File: src/rtl/mmg_pkg.sv
package mmg_pkg;

    // Bus widths, fixed here so the structs below have fixed widths
    localparam int MM_AW  = 8;            // Slave offset width
    localparam int MM_DW  = 32;           // Data width
    localparam int PORT_W = 3;            // Port index field
    localparam int PORT_N = 2 ** PORT_W;  // Max number of ports
    localparam int APB_AW = 1 + PORT_W + MM_AW;

    // Returned in place of a read that never came back
    localparam logic [MM_DW-1:0] ERR_RDAT = '1;

    // Window view: select bit low, then port and offset
    typedef struct packed {
        logic              sel;     // 0 selects a slave window
        logic [PORT_W-1:0] port;
        logic [MM_AW-1:0]  offset;
    } apb_win_t;

    // Status view: select bit high, rest reserved
    typedef struct packed {
        logic              sel;     // 1 selects the fault status register
        logic [APB_AW-2:0] rsvd;
    } apb_stat_t;

    // One APB address word read both ways
    typedef union packed {
        apb_win_t  win;
        apb_stat_t stat;
    } apb_addr_u;

    // MemoryMapped request toward a slave
    typedef struct packed {
        logic [MM_AW-1:0] addr;
        logic             wreq;
        logic [MM_DW-1:0] wdat;
        logic             rreq;
    } mm_req_t;

    // MemoryMapped response from a slave
    typedef struct packed {
        logic [MM_DW-1:0] rdat;
        logic             rval;
        logic             busy;
    } mm_rsp_t;

    // One-cycle fault pulses, also the per-port status bit order
    typedef struct packed {
        logic busy_timeout;  // Bit 2 of a port's status field
        logic rval_timeout;  // Bit 1
        logic rval_is_odd;   // Bit 0
    } fault_t;

endpackage

File: src/rtl/apb_mm_bridge.sv
`timescale 1ns/10ps

module apb_mm_bridge import mmg_pkg::*; (
    input  logic              rst,
    input  logic              clk,
    input  logic              psel,
    input  logic              penable,
    input  logic              pwrite,
    input  apb_addr_u         paddr,
    input  logic [MM_DW-1:0]  pwdata,
    output logic              pready,
    output logic [MM_DW-1:0]  prdata,
    output logic              pslverr,
    output mm_req_t           req,
    output logic [PORT_N-1:0] port_sel,    // One-hot, held for the whole transfer
    input  mm_rsp_t           up_rsp,
    input  logic              xfer_fault,
    input  logic [MM_DW-1:0]  status,
    output logic [MM_DW-1:0]  status_clr   // Write-one-to-clear mask, one cycle
);
    localparam logic [1:0] ST_IDLE  = 2'd0;
    localparam logic [1:0] ST_ISSUE = 2'd1;  // Request out, waiting on busy
    localparam logic [1:0] ST_WAIT  = 2'd2;  // Write ends here, read waits for rval

    logic [1:0]       state;
    logic             wr_q;
    logic [MM_AW-1:0] addr_q;
    logic [MM_DW-1:0] wdat_q;
    logic             setup_win;
    logic             stat_acc;
    logic             issue;
    logic             done;

    // Window transfers are captured in the setup phase
    assign setup_win = (state == ST_IDLE) & psel & ~penable & ~paddr.stat.sel;
    // Status register answers in the first access cycle
    assign stat_acc  = (state == ST_IDLE) & psel & penable & paddr.stat.sel;
    assign issue     = (state == ST_ISSUE);
    assign done      = (state == ST_WAIT) & (wr_q | up_rsp.rval);

    always_ff @(posedge rst or posedge clk) begin
        if (clk) begin
            state    <= ST_IDLE;
            wr_q     <= 1'b0;
            port_sel <= '0;
        end else begin
            case (state)
                ST_IDLE: if (setup_win) begin
                    state    <= ST_ISSUE;
                    wr_q     <= pwrite;
                    port_sel <= PORT_N'(1) << paddr.win.port;
                end
                ST_ISSUE: if (~up_rsp.busy) state <= ST_WAIT;   // Accepted
                ST_WAIT: if (done) begin
                    state    <= ST_IDLE;
                    port_sel <= '0;
                end
                default: state <= ST_IDLE;
            endcase
        end
    end

    always_ff @(posedge rst) begin
        if (setup_win) begin
            addr_q <= paddr.win.offset;
            wdat_q <= pwdata;
        end
    end

    assign req = '{addr: addr_q, wreq: issue & wr_q, wdat: wdat_q, rreq: issue & ~wr_q};

    assign pready     = stat_acc | done;
    assign prdata     = stat_acc ? status : up_rsp.rdat;
    assign pslverr    = done & xfer_fault;   // Timeout seen on this transfer
    assign status_clr = (stat_acc & pwrite) ? pwdata : '0;

endmodule

File: src/rtl/mm_guard_top.sv
`timescale 1ns/10ps

module mm_guard_top import mmg_pkg::*; #(
    parameter int NPORTS      = 2,
    parameter int MAXPENDRD   = 4,
    parameter int BUSYTIMEOUT = 8,
    parameter int RVALTIMEOUT = 8
) (
    input  logic             rst,
    input  logic             clk,
    input  logic             psel,
    input  logic             penable,
    input  logic             pwrite,
    input  apb_addr_u        paddr,
    input  logic [MM_DW-1:0] pwdata,
    output logic             pready,
    output logic [MM_DW-1:0] prdata,
    output logic             pslverr,
    output mm_req_t          m_req [NPORTS],   // To the slaves
    input  mm_rsp_t          m_rsp [NPORTS],
    output logic             irq
);
    mm_req_t           bus_req;
    logic [PORT_N-1:0] port_sel;
    mm_rsp_t           up_rsp;
    logic              xfer_fault;
    logic [MM_DW-1:0]  status;
    logic [MM_DW-1:0]  status_clr;
    mm_rsp_t           port_rsp [NPORTS];
    fault_t            port_fault [NPORTS];

    apb_mm_bridge u_bridge (
        .rst        (rst),
        .clk        (clk),
        .psel       (psel),
        .penable    (penable),
        .pwrite     (pwrite),
        .paddr      (paddr),
        .pwdata     (pwdata),
        .pready     (pready),
        .prdata     (prdata),
        .pslverr    (pslverr),
        .req        (bus_req),
        .port_sel   (port_sel),
        .up_rsp     (up_rsp),
        .xfer_fault (xfer_fault),
        .status     (status),
        .status_clr (status_clr)
    );

    for (genvar i = 0; i < NPORTS; i++) begin : g_port
        mm_protector #(
            .MAXPENDRD   (MAXPENDRD),
            .BUSYTIMEOUT (BUSYTIMEOUT),
            .RVALTIMEOUT (RVALTIMEOUT)
        ) u_prot (
            .rst   (rst),
            .clk   (clk),
            .s_req (port_sel[i] ? bus_req : mm_req_t'('0)),   // Unselected ports idle
            .s_rsp (port_rsp[i]),
            .m_req (m_req[i]),
            .m_rsp (m_rsp[i]),
            .fault (port_fault[i])
        );
    end

    mm_resp_merge #(
        .NPORTS (NPORTS)
    ) u_merge (
        .rst        (rst),
        .clk        (clk),
        .port_sel   (port_sel[NPORTS-1:0]),
        .rsp_in     (port_rsp),
        .fault_in   (port_fault),
        .status_clr (status_clr),
        .up_rsp     (up_rsp),
        .xfer_fault (xfer_fault),
        .status     (status),
        .irq        (irq)
    );

endmodule

File: src/rtl/mm_protector.sv
`timescale 1ns/10ps

module mm_protector import mmg_pkg::*; #(
    parameter int MAXPENDRD   = 4,   // Reads outstanding toward the slave
    parameter int BUSYTIMEOUT = 8,   // Stall cycles before busy is overridden
    parameter int RVALTIMEOUT = 8    // Cycles a read may stay unanswered
) (
    input  logic    rst,
    input  logic    clk,
    input  mm_req_t s_req,   // From the bridge
    output mm_rsp_t s_rsp,
    output mm_req_t m_req,   // To the untrusted slave
    input  mm_rsp_t m_rsp,
    output fault_t  fault
);
    localparam int BUSYCW = $clog2(BUSYTIMEOUT + 1);
    // Wide enough that an entry can't alias before it is forced out
    localparam int RVALCW = $clog2(RVALTIMEOUT + 2) + 1;
    localparam logic [RVALCW-1:0] RVAL_AGE = RVALCW'(RVALTIMEOUT + 1);

    logic [BUSYCW-1:0] busy_cnt;
    logic              stalled;
    logic              busy_last;
    logic              busy_pass;     // Low for one cycle after a timeout
    logic              up_busy;
    logic [RVALCW-1:0] stamp_cnt;
    logic [RVALCW-1:0] head_stamp;
    logic              fifo_push;
    logic              fifo_pop;
    logic              fifo_empty;
    logic              fifo_full;
    logic              forced_rval;
    logic [MM_DW-1:0]  rdat_q;
    logic              rval_q;
    fault_t            fault_q;

    // Request held against slave busy
    assign stalled   = (m_req.wreq | m_req.rreq) & m_rsp.busy;
    assign busy_last = stalled & (busy_cnt == BUSYCW'(BUSYTIMEOUT - 1));

    always_ff @(posedge rst or posedge clk) begin
        if (clk) begin
            busy_cnt <= '0;
        end else if (busy_last | ~stalled) begin
            busy_cnt <= '0;
        end else begin
            busy_cnt <= busy_cnt + 1'b1;
        end
    end

    // Resets to pass; drops once the stall count runs out
    always_ff @(posedge rst or posedge clk) begin
        if (clk) begin
            busy_pass <= 1'b1;
        end else begin
            busy_pass <= ~busy_last;
        end
    end

    // Free-running time base for read stamps
    always_ff @(posedge rst or posedge clk) begin
        if (clk) begin
            stamp_cnt <= '0;
        end else begin
            stamp_cnt <= stamp_cnt + 1'b1;
        end
    end

    assign up_busy   = (m_rsp.busy & busy_pass) | fifo_full;
    assign fifo_push = s_req.rreq & ~up_busy;          // Read accepted upstream
    assign fifo_pop  = (forced_rval | m_rsp.rval) & ~fifo_empty;

    rd_stamp_fifo #(
        .DEPTH (MAXPENDRD),
        .WIDTH (RVALCW)
    ) u_stamp_fifo (
        .rst   (rst),
        .clk   (clk),
        .push  (fifo_push),
        .din   (stamp_cnt),
        .pop   (fifo_pop),
        .dout  (head_stamp),
        .empty (fifo_empty),
        .full  (fifo_full)
    );

    // Oldest read has aged out
    assign forced_rval = ~fifo_empty & ((stamp_cnt - head_stamp) == RVAL_AGE);

    // Read data one cycle behind the slave
    always_ff @(posedge rst) begin
        rdat_q <= m_rsp.rval ? m_rsp.rdat : ERR_RDAT;
    end

    always_ff @(posedge rst or posedge clk) begin
        if (clk) begin
            rval_q  <= 1'b0;
            fault_q <= '0;
        end else begin
            rval_q               <= fifo_pop;   // Odd rvals are dropped here
            fault_q.busy_timeout <= stalled & ~busy_pass;
            fault_q.rval_timeout <= forced_rval & ~m_rsp.rval;
            fault_q.rval_is_odd  <= m_rsp.rval & fifo_empty;
        end
    end

    // Write path passes straight through, masked while the FIFO is full
    assign m_req = '{addr: s_req.addr,
                     wreq: s_req.wreq & ~fifo_full,
                     wdat: s_req.wdat,
                     rreq: s_req.rreq & ~fifo_full};

    assign s_rsp = '{rdat: rdat_q, rval: rval_q, busy: up_busy};
    assign fault = fault_q;

endmodule

File: src/rtl/mm_resp_merge.sv
`timescale 1ns/10ps

module mm_resp_merge import mmg_pkg::*; #(
    parameter int NPORTS = 2
) (
    input  logic              rst,
    input  logic              clk,
    input  logic [NPORTS-1:0] port_sel,
    input  mm_rsp_t           rsp_in [NPORTS],
    input  fault_t            fault_in [NPORTS],
    input  logic [MM_DW-1:0]  status_clr,
    output mm_rsp_t           up_rsp,
    output logic              xfer_fault,
    output logic [MM_DW-1:0]  status,
    output logic              irq
);
    localparam int SW = 3 * NPORTS;   // Three sticky bits per port

    logic [SW-1:0] sticky;
    logic [SW-1:0] pulse;
    logic          cur_fault;
    logic          fault_q;

    always_comb begin
        up_rsp    = '0;    // Nothing selected: idle response
        cur_fault = 1'b0;
        for (int i = 0; i < NPORTS; i++) begin
            pulse[3*i +: 3] = fault_in[i];
            if (port_sel[i]) begin
                up_rsp    = rsp_in[i];
                cur_fault = fault_in[i].busy_timeout | fault_in[i].rval_timeout;
            end
        end
    end

    always_ff @(posedge rst or posedge clk) begin
        if (clk) begin
            fault_q <= 1'b0;
            sticky  <= '0;
        end else begin
            // Held while a transfer is open, cleared between transfers
            fault_q <= (|port_sel) & (fault_q | cur_fault);
            sticky  <= (sticky & ~status_clr[SW-1:0]) | pulse;   // New fault beats clear
        end
    end

    // Current pulse counts too, so a fault in the last cycle is not missed
    assign xfer_fault = fault_q | cur_fault;
    assign status     = MM_DW'(sticky);
    assign irq        = |sticky;

endmodule

File: src/rtl/rd_stamp_fifo.sv
`timescale 1ns/10ps

module rd_stamp_fifo #(
    parameter int DEPTH = 4,
    parameter int WIDTH = 8
) (
    input  logic             rst,
    input  logic             clk,
    input  logic             push,
    input  logic [WIDTH-1:0] din,
    input  logic             pop,
    output logic [WIDTH-1:0] dout,
    output logic             empty,
    output logic             full
);
    localparam int PW = (DEPTH > 1) ? $clog2(DEPTH) : 1;  // Pointer width
    localparam int CW = $clog2(DEPTH + 1);                // Fill count width

    logic [WIDTH-1:0] mem [DEPTH];
    logic [PW-1:0]    wr_ptr;
    logic [PW-1:0]    rd_ptr;
    logic [CW-1:0]    count;
    logic             do_push;
    logic             do_pop;

    // Wraps at DEPTH, so any depth works
    function automatic logic [PW-1:0] ptr_inc(input logic [PW-1:0] p);
        return (p == PW'(DEPTH - 1)) ? '0 : p + 1'b1;
    endfunction

    assign do_push = push & ~full;   // Overflow ignored
    assign do_pop  = pop & ~empty;   // Underflow ignored

    always_ff @(posedge rst) begin
        if (do_push) begin
            mem[wr_ptr] <= din;
        end
    end

    always_ff @(posedge rst or posedge clk) begin
        if (clk) begin
            wr_ptr <= '0;
            rd_ptr <= '0;
            count  <= '0;
        end else begin
            if (do_push) wr_ptr <= ptr_inc(wr_ptr);
            if (do_pop)  rd_ptr <= ptr_inc(rd_ptr);
            count <= count + CW'(do_push) - CW'(do_pop);
        end
    end

    assign dout  = mem[rd_ptr];      // Show-ahead head
    assign empty = (count == '0);
    assign full  = (count == CW'(DEPTH));

endmodule

File: config.mk
export PLATFORM = sky130hd
export DESIGN_NAME = mm_guard_top
export DESIGN_NICKNAME = d
export VERILOG_FILES = /design/src/rtl/mmg_pkg.sv /design/src/rtl/apb_mm_bridge.sv /design/src/rtl/mm_guard_top.sv /design/src/rtl/mm_protector.sv /design/src/rtl/mm_resp_merge.sv /design/src/rtl/rd_stamp_fifo.sv
export SDC_FILE = /design/constraint.sdc
export NUM_CORES = 1
export LEC_CHECK = 0
export BUFFER_PORTS_ARGS = -buffer_cell sky130_fd_sc_hd__buf_4
export CAP_MARGIN = 20
export CORE_AREA = 4 4 138 140
export CTS_CLUSTER_DIAMETER = 50
export DETAILED_ROUTE_END_ITERATION = 12
export DIE_AREA = 0 0 142 144
export PLACE_DENSITY_LB_ADDON = 0.1
export SETUP_SLACK_MARGIN = 0.15
export SLEW_MARGIN = 15
export SYNTH_ARGS = -nofsm -noshare
export SYNTH_HDL_FRONTEND = slang
export SYNTH_SLANG_ARGS = --single-unit
File: constraint.sdc
create_clock -name rst -period 4.6 [get_ports rst]
set_clock_uncertainty 0.2 [all_clocks]
set_input_delay 0.92 -clock rst [delete_from_list [all_inputs] [get_ports rst]]
set_output_delay 0.92 -clock rst [all_outputs]
set_load 0.05 [all_outputs]
* Yosys cells after proc, flatten, opt, wreduce, memory -nomap -nowiden *
Memories as Yosys holds them, arrays and structs flattened.
Cells that the tools add are included.

storage, ports and cells
  bits in registers = 158
  RAM bits = 40
  input port bits = 117
  output and inout bits = 119
  logic and storage cells = 165
  memories = 2

memory list
  memory                             depth  width  rd ports  clocked after memory_dff  write ports  RTL line             text
  g_port[0].u_prot.u_stamp_fifo.mem  4      5      1         0                         1            rd_stamp_fifo.sv:19  logic [WIDTH-1:0] mem [DEPTH];
  g_port[1].u_prot.u_stamp_fifo.mem  4      5      1         0                         1            rd_stamp_fifo.sv:19

cells by class
  add/sub/neg operators = 14
  equality and inequality tests = 15
  shifts and indexed selects = 1
  muxes and demuxes = 25
  bitwise operators = 70
  reduce and logical (&&, ||, !) cells = 9

operators with widths
  cell                   count
  $mux W42               2
  $mux W34               2
  $and A1 B1 Y1          37
  $mux W32               1
  $mux W2                9
  $not A1 Y1             17
  $or A1 B1 Y1           13
  $add A5 B1 Y5 const B  2
  $eq A2 B2 Y1 const B   5
  $eq A5 B4 Y1 const B   2
  $sub A5 B5 Y5          2
  $add A2 B1 Y2 const B  4
  $add A4 B1 Y4 const B  2
  $eq A4 B3 Y1 const B   2
  $mux W4                2
  $add A3 B1 Y3          2
  $and A6 B6 Y6          1
  $eq A3 B3 Y1 const B   2
  $logic_not A3 Y1       2
  $mux W1                6
  $mux W6                1
  $not A6 Y6             1
  $or A6 B6 Y6           1
  $pmux W2 S3            1
  12 further kinds       15

* Depth between registers and ports, before layout *
  depth in word-level cells = 9
  gate-level depth with buffers = 16

* Modules after synthesis *
From an unflattened synthesis, not the netlist that was laid out.

second synthesis, totals
  cells, all modules = 853
  area total of the unflattened synthesis = 10058.4 um^2

modules (own cells, without submodules)
  module                                         instances  cells each  area an instance (um^2)
  mm_protector                                   2          178         1896.8
  apb_mm_bridge                                  1          170         2407.3
  rd_stamp_fifo (g_port[0].u_prot.u_stamp_fifo)  1          66          1189.9
  rd_stamp_fifo (g_port[1].u_prot.u_stamp_fifo)  1          65          1172.4
  mm_resp_merge                                  1          104         884.6
  mm_guard_top                                   1          92          610.6

* Worst setup path before layout *
No wires, ideal clock.

  path type = input-to-reg
  start = input port psel
  end = register u_bridge.port_sel[0]
  setup time = 136 ps
  arrival time = 4777 ps
  required time = 4264 ps
  setup slack = -513 ps
  stages = 5
  buffers on the path = 0
  path through = nor3b_1 -> nor3b_1 -> a21oi_1 -> nand2_1 -> o21ai_0

on the way
  longest elaborated chain between the ends = 5

RTL lines
  element                       RTL line             text
  start, declared               mm_guard_top.sv:11   input logic psel,
  $and A1 B1 Y1 (3 in a row)    apb_mm_bridge.sv:35  assign setup_win = (state == ST_IDLE) & psel & ~penable & ~paddr.stat.sel;
  named net u_bridge.setup_win  apb_mm_bridge.sv:29  logic setup_win;
  $ne A2 B1 Y1 (no line)        n/a
  $reduce_and A3 Y1 (no line)   n/a
  end signal, assigned          apb_mm_bridge.sv:51  port_sel <= PORT_N'(1) << paddr.win.port;
  end, declared                 apb_mm_bridge.sv:15  output logic [PORT_N-1:0] port_sel,

The timed path passes the listed nets, and every way through them passes these cells.
A chain may end at the register's enable or synchronous reset.

* Worst setup path after layout *
  start = register g_port[0].u_prot.u_stamp_fifo.rd_ptr[0]
  end = register g_port[0].u_prot.u_stamp_fifo.count[2]

on the way
  longest elaborated chain between the ends = 8

RTL lines
  element                              RTL line             text
  start, declared                      rd_stamp_fifo.sv:21  logic [PW-1:0] rd_ptr;
  start signal, assigned               rd_stamp_fifo.sv:47  if (do_pop) rd_ptr <= ptr_inc(rd_ptr);
  $mem_v2 Z4 W5                        n/a
  $sub A5 B5 Y5                        mm_protector.sv:88   assign forced_rval = ~fifo_empty & ((stamp_cnt - head_stamp) == RVAL_AGE);
  $eq A5 B4 Y1                         mm_protector.sv:88
  $and A1 B1 Y1                        mm_protector.sv:88
  $or A1 B1 Y1                         mm_protector.sv:71   assign fifo_pop = (forced_rval | m_rsp.rval) & ~fifo_empty;
  $and A1 B1 Y1                        mm_protector.sv:71
  named net g_port[0].u_prot.fifo_pop  mm_protector.sv:29   logic fifo_pop;
  $and A1 B1 Y1                        rd_stamp_fifo.sv:32  assign do_pop = pop & ~empty;
  $sub A3 B1 Y3                        rd_stamp_fifo.sv:48  count <= count + CW'(do_push) - CW'(do_pop);
  end signal, assigned                 rd_stamp_fifo.sv:48
  end, declared                        rd_stamp_fifo.sv:22  logic [CW-1:0] count;

The timed path passes the listed nets, and every way through them passes these cells.

==> reports/qor.yml <==
grt:
  grt_overflow_total: 0
  antenna_found_initial: 0
  grt_pass1_vias: 5825
  grt_max_degree: 54
  grt.total_usage: 0.200
  grt_pass1_wl_um: 31700
critical_path:
  arrival_ps: 4400
  crit_path_end_kind: "flip-flop"
  slowest_delay_ps: 570
  crit_chain: "mux4_1 > ha_1 > fa_1 > or3b_1 > a221o_1 > a31oi_1 > o21ai_2 > inv_1 > ha_1 > inv_1 > ha_1 > inv_1 > fa_1 > xnor2_1 > xnor2_1"
  cp-start-kind: "flip-flop"
  crit_type: "reg2reg"
  crit_start: "g_port[0].u_prot.u_stamp_fifo.rd_ptr[0]"
  crit_slowest_cell: "mux4_1"
  cp_max_fo: 8
  critPathRequiredTime_ps: 4750
  reg2reg_from: "g_port[0].u_prot.u_stamp_fifo.rd_ptr[0]"
timing:
  worst_slew_pin_slew_ps: 989
  setup_viol: 0
  period_share: 0.926
  max_freq_ghz: 0.235
  drv_slew: 0
  fin_tns_setup_ps: 0
  rsz0062_at_grt: "false"
  fin_hold_ws_ps: 228
  finalWorstSetupSlack_ps: 342
  relSlewSlack: 0.337
  hold_viol: 0
  layout_min_cycle_time_ps: 4260
clock_tree:
  cts.sinks: 198
  cts_tree: "built"
  cts-root-buf: "clkbuf_16"
  clock_latency_ps: 430
  cts_setup_buffers: 0
  clkTransAtPathRegs_ps: 70
  htreeDepth: 4
  cts_buffers: 17
  clock_path_buffers: 2
power:
  switching_share: 0.436
  vdd_drop_max_uv: 487
  intPower_mw: 3.77
  powerDensity_nw_per_um2: 618
  p_switching_mw: 2.92
  combPwrFrac: 0.458
  clockPowerShare: 0.218
  power.leakage_nw: 4.90
  p_seq_frac: 0.324
synth:
  ys_dominant_reg_cell: "edfxtp_1"
  ys_warn_count: 0
  synth_nets: 821
  synth.distinct_cells: 47
  syn-instance-count: 674
  syn_area_um2: 8260
  netlist.area_leader.share: 0.291
  seq_area_frac_synth: 0.610
  ys_ff_latch: 198
  yosysTopAreaCell: "edfxtp_1"
  synth.area.top_cells: "edfxtp_1 29%, dfrtp_1 16%, dfxtp_1 16%, and2_1 6.6%, nand2b_1 5.2%"
  async_reset_ff_frac: 0.273
  syn_avg_cell_area_um2: 12.2
  synth_edf_count: 80
floorplanning:
  dieArea_um2: 20400
  die_w_um: 142
  num_io_pins: 236
  start_util: 0.463
  die-height_um: 144
  fp-row-count: 49
  core_um2: 17800
finish:
  area_delta_synth_final_pct: 31.1
  final_util: 0.606
  diodes: 0
  drive_gt1_frac: 0.319
  fin_area_um2: 10800
  final_common_cell: "buf_4"
  nFillCells: 1461
  fin_nets: 1050
  final_cell_mix: "242 x buf_4, 87 x and2_1, 80 x edfxtp_1"
place:
  dpl_cell_area_um2: 10200
  gp_congestion: 0.849
  io_buffers: 235
  post-dp-hpwl_um: 15100
  place_ws_ps: 259
route:
  wire_per_inst_um: 17.6
  routed_wl_um: 20100
  drtIter0Drc: 233
  vias_per_cell: 5.04
  vias: 5767
  drc: 0
  final_antenna_net_count: 0
  drtPass1Iterations: 4
min_path:
  worstHoldStart: "g_port[0].u_prot.fault[0]"
  worstHoldPathType: "reg2reg"
flow_run:
  cap_viol_max_count: 0
status:
  status: "finished clean"
[per-stage QoR]
stage,power [mW],cells
floorplan,4.36,674
global placement,5.22,1113
detailed placement,5.30,1113
CTS,6.76,1145
global route,7.04,1145
finish,6.69,1145
[power groups by stage]
| stage | clock (mW) | combinational, mW | sequential (mW) |
|---|---|---|---|
| floorplan | 0 | 2.25 | 2.11 |
| global placement | 0 | 3.03 | 2.19 |
| detailed placement | 0 | 3.09 | 2.20 |
| CTS | 1.49 | 3.10 | 2.17 |
| global route | 1.57 | 3.27 | 2.20 |
| finish | 1.46 | 3.07 | 2.17 |
[routing by layer]
metal | global-route usage | vias up | routed length [um] | share of wire
li1 | - | 2768 | - | -
met1 | 0.247 | 2818 | 8190 | 0.41
met2 | 0.348 | 164 | 10200 | 0.51
met3 | 0.0549 | 17 | 1400 | 0.070
met4 | 0.0500 | 0 | 279 | 0.014
met5 | 0 | - | 0 | 0
[layout make-up]
cell class	count	area, um^2	area share
flip-flops and latches	198	5040	0.466
multi-input cells	416	2990	0.276
clock buffers	20	478	0.0442
inverters	28	105	0.00971
clock inverters	12	104	0.00960
repair buffers	242	1820	0.168
well taps	229	287	0.0265
[timing repair]
item / CTS / global route
hold buffers: 0 / 0
gates resized for setup: 0 / 2
endpoints found under the setup margin: 0 / 2
[synth_stat cells (all sizes together), types with 2 or more instances]
cell type  count
a21boi         2
nor2b          3
buf            6
edfxtp        80
o2bb2ai        2
xnor2          9
nor2          50
nor3b          4
nand2         26
and3           6
xnor3          2
o21ai         15
dfxtp         64
a21oi          5
dfrtp         52
inv           28
nand3         13
or2b           2
ha            26
a31oi          2
xor2           5
and3b          2
nand4          4
dfstp          2
fa             4
and2          87
a21o           6
nand3b         2
nand2b        69
a221o          3
or3b           2
mux2           7
mux4          10
clkbuf        26
a22oi         32
nor3          11
[critical path: cells and delay by family (launching register included)]
kind                       cells  cell delay [ps]
adders and majority gates      5             1450
AOI/OAI and AO/OA              3              590
muxes                          1              570
DFF                            1              470
and+or+nand+nor                1              360
xor gates and xnor gates       2              320
buffers and inverters          3              220
[final timing paths]
| kind | end | slack, ps | depth (start not counted) |
|---|---|---|---|
| min | u_merge.sticky[0] | 230 | 1 |
| min in group asynchronous | g_port[0].u_prot.stamp_cnt[1] | 410 | 2 |
| min reg2reg | u_merge.sticky[0] | 230 | 1 |
| max in group asynchronous | g_port[0].u_prot.u_stamp_fifo.rd_ptr[0] | 3010 | 3 |
| max reg2reg | g_port[0].u_prot.u_stamp_fifo.count[2] | 340 | 15 |
| max | g_port[0].u_prot.u_stamp_fifo.count[2] | 340 | 15 |
[flip-flops by register name, summed over array words and instances, names as in the netlist]
signal	cells
g_port.u_prot.u_stamp_fifo.mem	40
g_port.u_prot.rdat_q	64
u_merge.fault_q	1
g_port.u_prot.fault	6
g_port.u_prot.u_stamp_fifo.wr_ptr	4
g_port.u_prot.busy_cnt	8
u_bridge.addr_q	8
u_bridge.wdat_q	32
g_port.u_prot.stamp_cnt	10
u_bridge.state	2
u_bridge.port_sel	2
g_port.u_prot.rval_q	2
g_port.u_prot.u_stamp_fifo.count	6
g_port.u_prot.u_stamp_fifo.rd_ptr	4
u_bridge.wr_q	1
u_merge.sticky	6
g_port.u_prot.busy_pass	2
[cell families (layout without fill, tap and decap cells)]
group	count (synthesis)	in the layout	synth area share
multiplexers	17	17	0.0405
AO/OA/AOI/OAI	69	69	0.0587
flip-flops	198	198	0.610
AND/OR/NAND/NOR	284	284	0.191
adder cells (fa/ha/maj)	30	30	0.0491
XOR/XNOR	16	16	0.0206
buffers and inverters	60	302	0.0296
Power figures use the tool's default switching activity.
